--- config.mk ---
export PLATFORM = sky130hd
export DESIGN_NAME = lcd_display_top
export DESIGN_NICKNAME = d
export VERILOG_FILES = /design/src/lcd_pkg.sv /design/src/lcd_controller.sv /design/src/lcd_display_top.sv /design/src/lcd_text_writer.sv
export SDC_FILE = /design/constraint.sdc
export NUM_CORES = 1
export LEC_CHECK = 0
export BUFFER_PORTS_ARGS = -buffer_cell sky130_fd_sc_hd__buf_2
export CAP_MARGIN = 20
export CORE_ASPECT_RATIO = 0.9
export CORE_MARGIN = 2
export CORE_UTILIZATION = 45
export DETAILED_ROUTE_END_ITERATION = 8
export PLACE_DENSITY = 0.62
export REMOVE_ABC_BUFFERS = 1
export SYNTH_ARGS = -nofsm -noshare
export SYNTH_HDL_FRONTEND = slang
export SYNTH_HIERARCHICAL = 1
export SYNTH_SLANG_ARGS = --single-unit
--- constraint.sdc ---
create_clock -name clk -period 3.4 [get_ports clk]
set_input_delay 0.68 -clock clk [delete_from_list [all_inputs] [get_ports clk]]
set_output_delay 0.68 -clock clk [all_outputs]
set_load 0.02 [all_outputs]
--- src/lcd_pkg.sv ---
package lcd_pkg;

	// controller states
	typedef enum logic [1:0] {
		st_power_up = 2'd0, // waiting after power-up
		st_init     = 2'd1, // fixed command sequence
		st_ready    = 2'd2, // idle, accepts lcd_enable
		st_send     = 2'd3  // one bus transaction
	} ctrl_state_t;

	// HD44780 command opcodes, low bits filled in by the user
	typedef enum logic [7:0] {
		cmd_clear        = 8'h01, // clear display, cursor home
		cmd_entry_mode   = 8'h04, // bit1 increment, bit0 shift
		cmd_display_ctrl = 8'h08, // bit2 display, bit1 cursor, bit0 blink
		cmd_function_set = 8'h30, // 8-bit bus, bit3 lines, bit2 font
		cmd_set_ddram    = 8'h80  // address in bits 6:0
	} lcd_cmd_t;

	// text writer states
	typedef enum logic [1:0] {
		wr_idle = 2'd0, // ready for a character
		wr_addr = 2'd1, // issue set-DDRAM-address
		wr_data = 2'd2, // issue the character
		wr_wait = 2'd3  // wait for the controller
	} wr_state_t;

	// display geometry
	localparam int lcd_cols = 16; // columns per row

	localparam logic [6:0] row1_base = 7'h40; // DDRAM start of second row

endpackage

--- src/lcd_controller.sv ---
`timescale 1ns/100ps

module lcd_controller #(
	parameter int clk_freq = 35 // clock cycles per microsecond
) (
	input  logic       clk,
	input  logic       rst_n,
	input  logic [6:0] cfg,
	input  logic       lcd_enable,
	input  logic [9:0] lcd_bus,
	output logic       e,
	output logic       rs,
	output logic       rw,
	output logic [7:0] lcd_data,
	output logic       busy
);

	localparam int power_up_cycles = 500 * clk_freq; // power-up wait
	localparam int init_cycles     = 440 * clk_freq; // whole init sequence
	localparam int pulse_cycles    = 10 * clk_freq;  // e width during init
	localparam int dc_start        = 60 * clk_freq;  // display control pulse
	localparam int clr_start       = 120 * clk_freq; // clear pulse
	localparam int em_start        = 330 * clk_freq; // entry mode pulse
	localparam int send_cycles     = 50 * clk_freq;  // last count of a transaction
	localparam int e_on            = clk_freq;       // e rises here in st_send
	localparam int e_off           = 14 * clk_freq;  // and falls here
	localparam int cnt_w           = $clog2(power_up_cycles + 1);

	lcd_pkg::ctrl_state_t state;
	logic [cnt_w-1:0]     cnt;
	logic [cnt_w-1:0]     cnt_next;
	logic [7:0]           fs_word;
	logic [7:0]           dc_word;
	logic [7:0]           em_word;

	assign cnt_next = cnt + 1'b1;

	// init commands with their configuration bits
	assign fs_word = lcd_pkg::cmd_function_set | {4'b0000, cfg[6:5], 2'b00};
	assign dc_word = lcd_pkg::cmd_display_ctrl | {5'b00000, cfg[4:2]};
	assign em_word = lcd_pkg::cmd_entry_mode | {6'b000000, cfg[1:0]};

	always_ff @(posedge clk or negedge rst_n) begin
		if (!rst_n) begin
			state    <= lcd_pkg::st_power_up;
			cnt      <= '0;
			e        <= 1'b0;
			rs       <= 1'b0;
			rw       <= 1'b0;
			lcd_data <= 8'h00;
			busy     <= 1'b1;
		end else begin
			case (state)
				lcd_pkg::st_power_up: begin
					if (cnt == cnt_w'(power_up_cycles - 1)) begin
						cnt   <= '0;
						state <= lcd_pkg::st_init;
					end else begin
						cnt <= cnt_next;
					end
				end
				lcd_pkg::st_init: begin
					rs <= 1'b0;
					rw <= 1'b0;
					if (cnt == cnt_w'(init_cycles - 1)) begin
						cnt      <= '0;
						e        <= 1'b0;
						lcd_data <= 8'h00;
						busy     <= 1'b0;
						state    <= lcd_pkg::st_ready;
					end else begin
						cnt <= cnt_next;
						// data changes only at a pulse start, held through the gap
						if (cnt < cnt_w'(pulse_cycles)) begin
							e        <= 1'b1;
							lcd_data <= fs_word;
						end else if (cnt < cnt_w'(dc_start)) begin
							e <= 1'b0;
						end else if (cnt < cnt_w'(dc_start + pulse_cycles)) begin
							e        <= 1'b1;
							lcd_data <= dc_word;
						end else if (cnt < cnt_w'(clr_start)) begin
							e <= 1'b0;
						end else if (cnt < cnt_w'(clr_start + pulse_cycles)) begin
							e        <= 1'b1;
							lcd_data <= lcd_pkg::cmd_clear;
						end else if (cnt < cnt_w'(em_start)) begin
							e <= 1'b0;
						end else if (cnt < cnt_w'(em_start + pulse_cycles)) begin
							e        <= 1'b1;
							lcd_data <= em_word;
						end else begin
							e <= 1'b0; // wait out the entry mode command
						end
					end
				end
				lcd_pkg::st_ready: begin
					if (lcd_enable) begin
						rs       <= lcd_bus[9];
						rw       <= lcd_bus[8];
						lcd_data <= lcd_bus[7:0];
						busy     <= 1'b1;
						cnt      <= '0;
						state    <= lcd_pkg::st_send;
					end
				end
				lcd_pkg::st_send: begin
					if (cnt == cnt_w'(send_cycles)) begin
						cnt      <= '0;
						e        <= 1'b0;
						rs       <= 1'b0;
						rw       <= 1'b0;
						lcd_data <= 8'h00;
						busy     <= 1'b0;
						state    <= lcd_pkg::st_ready;
					end else begin
						cnt <= cnt_next;
						e   <= (cnt_next >= cnt_w'(e_on)) && (cnt_next < cnt_w'(e_off));
					end
				end
				default: state <= lcd_pkg::st_power_up;
			endcase
		end
	end

endmodule

--- src/lcd_display_top.sv ---
`timescale 1ns/100ps

module lcd_display_top #(
	parameter int clk_freq = 35 // clock cycles per microsecond
) (
	input  logic       clk,
	input  logic       rst_n,
	input  logic [6:0] cfg,        // lines, font, display, cursor, blink, inc, shift
	input  logic       char_valid,
	input  logic [7:0] char_code,
	output logic       char_ready,
	output logic       e,
	output logic       rs,
	output logic       rw,
	output logic [7:0] lcd_data,
	output logic       busy
);

	logic       lcd_enable; // writer to controller request
	logic [9:0] lcd_bus;    // rs, rw, data

	lcd_text_writer u_writer (
		.clk        (clk),
		.rst_n      (rst_n),
		.char_valid (char_valid),
		.char_code  (char_code),
		.char_ready (char_ready),
		.busy       (busy),
		.lcd_enable (lcd_enable),
		.lcd_bus    (lcd_bus)
	);

	lcd_controller #(
		.clk_freq (clk_freq)
	) u_ctrl (
		.clk        (clk),
		.rst_n      (rst_n),
		.cfg        (cfg),
		.lcd_enable (lcd_enable),
		.lcd_bus    (lcd_bus),
		.e          (e),
		.rs         (rs),
		.rw         (rw),
		.lcd_data   (lcd_data),
		.busy       (busy)
	);

endmodule

--- src/lcd_text_writer.sv ---
`timescale 1ns/100ps

module lcd_text_writer (
	input  logic       clk,
	input  logic       rst_n,
	input  logic       char_valid,
	input  logic [7:0] char_code,
	output logic       char_ready,
	input  logic       busy,
	output logic       lcd_enable,
	output logic [9:0] lcd_bus
);

	localparam int col_w = $clog2(lcd_pkg::lcd_cols);

	lcd_pkg::wr_state_t state;
	logic               row;        // 0 top, 1 bottom
	logic [col_w-1:0]   col;
	logic [7:0]         pend_char;  // character waiting to be sent
	logic               addr_sent;  // data still owed after an address
	logic               guard;      // busy not yet valid after a pulse
	logic               accept;
	logic               issue_addr;
	logic               issue_data;
	logic [6:0]         row_addr;
	logic [7:0]         addr_word;

	assign char_ready = (state == lcd_pkg::wr_idle);
	assign accept     = char_valid && char_ready;
	assign issue_addr = (state == lcd_pkg::wr_addr) && !busy;
	assign issue_data = (state == lcd_pkg::wr_data) && !busy;
	assign row_addr   = row ? lcd_pkg::row1_base : 7'h00;
	assign addr_word  = lcd_pkg::cmd_set_ddram | {1'b0, row_addr};

	always_ff @(posedge clk or negedge rst_n) begin
		if (!rst_n) begin
			state      <= lcd_pkg::wr_idle;
			row        <= 1'b0;
			col        <= '0;
			addr_sent  <= 1'b0;
			guard      <= 1'b0;
			lcd_enable <= 1'b0;
		end else begin
			lcd_enable <= 1'b0; // single-cycle pulse
			guard      <= 1'b0;
			case (state)
				lcd_pkg::wr_idle: begin
					if (accept)
						state <= (col == '0) ? lcd_pkg::wr_addr : lcd_pkg::wr_data;
				end
				lcd_pkg::wr_addr: begin
					if (issue_addr) begin
						lcd_enable <= 1'b1;
						guard      <= 1'b1;
						addr_sent  <= 1'b1;
						state      <= lcd_pkg::wr_wait;
					end
				end
				lcd_pkg::wr_data: begin
					if (issue_data) begin
						lcd_enable <= 1'b1;
						guard      <= 1'b1;
						addr_sent  <= 1'b0;
						state      <= lcd_pkg::wr_wait;
						if (col == col_w'(lcd_pkg::lcd_cols - 1)) begin
							col <= '0;
							row <= ~row; // wrap to the other row
						end else begin
							col <= col + 1'b1;
						end
					end
				end
				lcd_pkg::wr_wait: begin
					if (!guard && !busy)
						state <= addr_sent ? lcd_pkg::wr_data : lcd_pkg::wr_idle;
				end
				default: state <= lcd_pkg::wr_idle;
			endcase
		end
	end

	always_ff @(posedge clk) begin
		if (accept)
			pend_char <= char_code;
		if (issue_addr)
			lcd_bus <= {1'b0, 1'b0, addr_word}; // command, write
		else if (issue_data)
			lcd_bus <= {1'b1, 1'b0, pend_char}; // data, write
	end

endmodule

# Yosys cells after proc, flatten, opt, wreduce, memory -nomap -nowiden
# Index checks and enable logic that the tools add are counted.
dict set report totals {
  reg_bits 55
  input_bits 18
  output_inout_bits 13
  word_cells 127
}
dict set report op_classes {
  addsub 2
  magnitude_cmp 9
  eq_ne 22
  muxes 56
  bitwise 1
  n_reduce_logical 22
}
# op n
set op_table {}
lappend op_table {{8-bit two-way mux} 10}
lappend op_table {{15-bit two-way mux} 4}
lappend op_table {{15-bit case mux with 4 select lines} 1}
lappend op_table {{15-bit by 12-bit < comparator with 1-bit output, second input constant} 2}
lappend op_table {{15-bit by 13-bit < comparator with 1-bit output, second input constant} 2}
lappend op_table {{15-bit by 14-bit < comparator with 1-bit output, second input constant} 2}
lappend op_table {{15-bit by 9-bit < comparator with 1-bit output, second input constant} 2}
lappend op_table {{8-bit case mux with 3 select lines} 1}
lappend op_table {{7-bit two-way mux} 3}
lappend op_table {{2-bit two-way mux} 10}
lappend op_table {{1-bit two-way mux} 18}
lappend op_table {{2-bit case mux with 4 select lines} 2}
lappend op_table {{15-bit by 1-bit adder with 15-bit output, second input constant} 1}
lappend op_table {{15-bit by 11-bit == test with 1-bit output, second input constant} 1}
lappend op_table {{15-bit by 14-bit == test with 1-bit output, second input constant} 1}
lappend op_table {{15-bit == test, second input constant} 1}
lappend op_table {{15-bit by 6-bit greater-or-equal comparator with 1-bit output, second input constant} 1}
lappend op_table {{2-bit by 1-bit != test with 1-bit output, second input constant} 6}
lappend op_table {{4-bit AND reduction} 3}
lappend op_table {{1-bit case mux with 3 select lines} 3}
lappend op_table {{3-bit AND reduction} 3}
lappend op_table {{2-bit == test, second input constant} 4}
lappend op_table {{7-bit AND reduction} 1}
lappend op_table {{6-bit by 1-bit != test with 1-bit output, second input constant} 1}
lappend op_table {{other kinds (17)} 29}

# Logic depth before layout (Yosys ltp)
dict set report logic_depth {
  depth_word 10
  ltp_mapped 10
  ltp_nobuf 8
}

# Hierarchy
# Netlist, hierarchy kept.
# mod n_inst cells_each area_per_inst_um2
set modules_own_cells {}
lappend modules_own_cells {lcd_controller 1 277 2292.2}
lappend modules_own_cells {lcd_text_writer 1 84 1142.3}

# Worst setup path after synthesis
# Ideal clock, no wire load.
dict set report synth_path {
  path_type {register -> register}
  from {register u_ctrl.cnt[0]}
  to {register u_ctrl.lcd_data[0]}
  setup_ps 125
  t_arrival_ps 2137
  setup_slack_ps 1138
  path_stages_with_launch 11
  path_buffers 2
  period_less_slack_ps 2262
  path_cell_list {dfrtp_1 > clkbuf_1 > inv_1 > ha_1 > and3_1 > a31oi_2 > nor2_1 > o21a_1 > a31o_1 > buf_6 > mux2_4}
}
dict set report synth_between {
  elab_chain_len 8
  elab_cells_between_ends 22
  classes_between {7 x order compare; 7 x eq/ne; 7 x mux; 1 x reduce/logical}
}
# item line_no
set synth_lines {}
lappend synth_lines {{start: declaration} lcd_controller.sv:30} ;# logic [cnt_w-1:0] cnt;
lappend synth_lines {{start signal: assignment} lcd_controller.sv:59} ;# cnt <= cnt_next;
lappend synth_lines {{start signal: assignment} lcd_controller.sv:72} ;# cnt <= cnt_next;
lappend synth_lines {{start signal: assignment} lcd_controller.sv:117} ;# cnt <= cnt_next;
lappend synth_lines {{15-bit by 13-bit < comparator with 1-bit output} lcd_controller.sv:84} ;# end else if (cnt < cnt_w'(clr_start + pulse_cycles)) begin
lappend synth_lines {{8-bit two-way mux} lcd_controller.sv:84}
lappend synth_lines {{8-bit two-way mux} lcd_controller.sv:82} ;# end else if (cnt < cnt_w'(clr_start)) begin
lappend synth_lines {{8-bit two-way mux} lcd_controller.sv:79} ;# end else if (cnt < cnt_w'(dc_start + pulse_cycles)) begin
lappend synth_lines {{8-bit two-way mux} lcd_controller.sv:77} ;# end else if (cnt < cnt_w'(dc_start)) begin
lappend synth_lines {{8-bit two-way mux} lcd_controller.sv:74} ;# if (cnt < cnt_w'(pulse_cycles)) begin
lappend synth_lines {{8-bit two-way mux} lcd_controller.sv:65} ;# if (cnt == cnt_w'(init_cycles - 1)) begin
lappend synth_lines {{8-bit case mux with 3 select lines} lcd_controller.sv:53} ;# case (state)
lappend synth_lines {{end signal: assignment} lcd_controller.sv:76} ;# lcd_data <= fs_word;
lappend synth_lines {{end signal: assignment} lcd_controller.sv:81} ;# lcd_data <= dc_word;
lappend synth_lines {{end signal: assignment} lcd_controller.sv:86} ;# lcd_data <= lcd_pkg::cmd_clear;
lappend synth_lines {{end: declaration} lcd_controller.sv:14} ;# output logic [7:0] lcd_data,
# Parallel ways exist; a longest one is shown, timed or not. The select of a mux whose other input is x is not followed.
# A chain may end at the register's enable or synchronous reset.

# Final worst setup path
dict set report layout_path {
  from {register u_ctrl.cnt[0]}
  to {register u_ctrl.e}
}
dict set report layout_between {
  elab_chain_len 10
  elab_cells_between_ends 23
  classes_between {1 x add/sub; 9 x order compare; 2 x eq/ne; 10 x mux; 1 x reduce/logical}
}
# item line_no
set layout_lines {}
lappend layout_lines {{branches (longest 9 deep; another with 15-bit by 1-bit adder with 15-bit output)} -}
lappend layout_lines {{1-bit case mux with 2 select lines (*)} lcd_controller.sv:53}
lappend layout_lines {{end signal: assignment} lcd_controller.sv:118} ;# e <= (cnt_next >= cnt_w'(e_on)) && (cnt_next < cnt_w'(e_off));
lappend layout_lines {{end: declaration} lcd_controller.sv:11} ;# output logic e,
# Mark *: on every way between the ends.

==> results_dict.tcl <==
set metrics [dict create \
    status "finished, final reports clean" \
    track_usage_pct 19.48 \
    dominantRegCellSynth "dfrtp_1" \
    max_freq_mhz 346.8 \
    num_vias 2690 \
    grt_pass1_wl_um 12720 \
    fin_hold_ws_ps 456.3 \
    hold_buffers 0 \
    rows 30 \
    p_int_w 0.001220 \
    drc 0 \
    h-tree-depth 2 \
    regToRegSetupSlack_ps 520 \
    cts_tree "done" \
    dpl.hpwl_um 5449 \
    finalSetupViolations 0 \
    layout_min_cycle_time_ps 2884 \
    wirelength_um 7656 \
    switching_share_pct 29.78 \
    placed_area_um2 3598 \
    p_per_area_nw_per_um2 468.3 \
    post-route-period-util_pct 84.81 \
    syn_area_um2 3435 \
    grt_setup_unrepaired "false" \
    r2r-end "u_ctrl/e$_DFFE_PN0P_" \
    ir_drop_v 0.0003997 \
    comb_power_share_pct 23.1 \
    drv_cap 0 \
    num_io_pins 31 \
    cp-end-kind "flip-flop" \
    cts_setup_buffers 0 \
    slew_headroom_pct 39.77 \
    place.gp.congestion 0.9384 \
    worstSetupStartpointType "flip-flop" \
    antenna_found_initial 0 \
    cts_buffers 5 \
    r2r_cells 8 \
    whs_path_depth 2 \
    vias_per_cell 5.663 \
    crit_type "flip-flop to flip-flop" \
    arrival_ps 3070 \
    nFillCells 700 \
    nets 406 \
    initial_utilization_pct 45.98 \
    cts_buffer_depth 2 \
    avgSynthCellArea_um2 9.514 \
    grt_start_max_net_pins 39 \
    finClkSkew_ps 5.273 \
    synthDistinctLibCells 74 \
    drive_gt1_share_pct 18.21 \
    firstDrtPassIters 7 \
    maxSlewViolCount 0 \
    final_area_um2 3709 \
    clk_pin_slew_worst_paths_ps 100 \
    worst_slew_pin_slew_ps 903.4 \
    p_sw_w 0.0005173 \
    critPathRequiredTime_ps 3590 \
    fp.coreArea_um2 7470 \
    cts_resized 0 \
    fin_tns_setup_ps 0 \
    netlist_instances 361 \
    io_buffers 30 \
    power_w 0.001737 \
    wire_per_inst_um 16.12 \
    hold_path_end "u_ctrl/rs$_DFFE_PN0P_" \
    holdCritPathClass "flip-flop to flip-flop" \
    cts-root-buf "clkbuf_8" \
    holdCritStartpoint "u_writer/lcd_bus[9]$_SDFFE_PP0P_" \
    detail-route-antenna-nets 0 \
    insertedDiodeCount 0 \
    grt-ovfl-total 0 \
    synth_edf_count 15 \
    synth-async-reset-ratio_pct 69.09 \
    worst_skew_pair.late_latency_ps 300 \
    p_leak_nw 1.544 \
    area_growth_syn_to_layout_pct 7.978 \
    pwr-share-seq_pct 52.1 \
    yosysSeqAreaShare_pct 42.00 \
    clock_power_share_pct 24.8 \
    die_x_um 96.09 \
    final_cells 475 \
    ys_seq_elements 55 \
    hold_viol 0 \
    r2r_start "u_ctrl/cnt[0]$_DFFE_PN0P_" \
    placed_cells 467 \
    first_iter_violations 166 \
    die_h_um 86.88 \
    worstPathMaxFanout 13 \
    clock_sinks 55 \
    synth_warnings 6 \
    die_area_um2 8348 \
    grt_pass1_vias 2474 \
]
-- through the flow --
step | utilization, % | worst slack [ps]
floorplan | - | 963.5
global placement | 48.17 | 648.6
detailed placement | 48.17 | 648.6
CTS | 49.65 | 615.3
global route | 49.65 | 279.8
finish | 49.65 | 516.5
-- Yosys cell counts (5+ instances only) --
library cell  instances  area, um^2
nor2b_1               7       43.79
nor2_1               21       78.83
nand2b_1              8       50.05
nor3_1                6       30.03
a21oi_1              20       100.1
o21ai_1              13       65.06
nand3_1              18       90.09
o21ai_0              12       60.06
edfxtp_1             15       450.4
ha_1                 10       125.1
clkbuf_1              8       30.03
and2_1                8       50.05
dfrtp_1              37       925.9
o41ai_1               5       43.79
nand2_1              41       153.9
mux2i_1               6       60.06
mux2_4                5       75.07
buf_2                10       50.05
inv_1                14       52.55
o31ai_1              10       75.07
-- worst max-delay path: stages (launching register included) --
cell and delay, ps:
dfrtp_1 550, ha_1 530, nand2_1 200, nor3_1 350
a21oi_1 120, a2111oi_0 660, nor4_1 130, nand4_1 150
nand3_1 90
-- worst max path at each step --
stage                                         start                          end  slack, ps  cells after the start
after CTS                 u_ctrl/cnt[0]$_DFFE_PN0P_         u_ctrl/e$_DFFE_PN0P_        620                      8
final                     u_ctrl/cnt[0]$_DFFE_PN0P_         u_ctrl/e$_DFFE_PN0P_        520                      8
after global placement    u_ctrl/cnt[3]$_DFFE_PN0P_  u_ctrl/state[0]$_DFFE_PN0P_        650                      6
after floorplan           u_ctrl/cnt[1]$_DFFE_PN0P_  u_ctrl/state[0]$_DFFE_PN0P_        960                      4
after detailed placement  u_ctrl/cnt[0]$_DFFE_PN0P_         u_ctrl/e$_DFFE_PN0P_        650                      8
after global routing      u_ctrl/cnt[0]$_DFFE_PN0P_         u_ctrl/e$_DFFE_PN0P_        280                      8
-- area by class of cell --
cell class	count	area (um^2)	area share, %
Clock buffer	6	72.57	1.957
Clock inverter	2	37.54	1.012
Inverter	14	52.55	1.417
Multi-Input combinational cell	265	1780	48.01
Sequential cell	55	1443	38.90
Tap cell	96	120.1	3.239
Timing Repair Buffer	37	202.7	5.466
-- placed cells by master, fill, tap and decap left out, drive strengths merged, types with 2 or more instances in the layout --
cell	netlist	layout
and3	3	3
a31o	2	2
xor2	3	3
buf	19	37
dfrtp	37	37
ha	10	10
o22ai	2	2
nor4	6	6
o21ai	26	26
edfxtp	15	15
mux2i	6	6
nor2b	8	8
o21a	2	2
nand4b	2	2
xnor2	5	5
and2	9	9
nand3	19	19
nor3	7	7
and4	2	2
o31ai	10	10
o211ai	3	3
o41ai	5	5
dfxtp	2	2
clkbuf	8	6
mux2	7	7
o21bai	2	2
o2111ai	3	3
nand3b	2	2
a31oi	6	6
nand4	5	5
a22oi	2	2
nand2b	8	8
nor2	21	21
nand2	41	41
a21oi	20	20
inv	14	14
-- per-layer routing --
metal  part of all wire [%]  global-route usage (%)
met4                    1.1                   4.545
met2                     43                   28.03
met1                     51                   30.68
met3                    4.8                   2.771
met5                      0                       0
-- power groups by stage --
stage | sequential (W) | clock [W] | combinational, W
finish | 0.000904 | 0.000431 | 0.000402
global route | 0.000919 | 0.000470 | 0.000462
CTS | 0.000904 | 0.000445 | 0.000406
detailed placement | 0.000917 | 0 | 0.000404
global placement | 0.000916 | 0 | 0.000394
floorplan | 0.000898 | 0 | 0.000308
-- registers in the layout, summed over array words and instances, names as in the netlist --
register / flops
u_writer/col: 4
u_writer/addr_sent: 1
u_writer/state: 2
u_writer/lcd_bus: 9
u_writer/pend_char: 8
u_ctrl/cnt: 15
u_ctrl/busy: 1
u_ctrl/e: 1
u_ctrl/state: 2
u_ctrl/rs: 1
u_ctrl/lcd_data: 8
u_writer/row: 1
u_writer/guard: 1
u_ctrl/rw: 1
-- logic make-up after synthesis --
logic type                 synth area share [%]
xor gates and xnor gates                  2.259
buffers and inverters                     6.157
adders and majority gates                 3.643
muxes                                     4.590
other                                    0.1092
DFF                                       42.00
and+or+nand+nor                           21.93
AOI/OAI and AO/OA                         19.31
(Power assumes the default switching activity.)
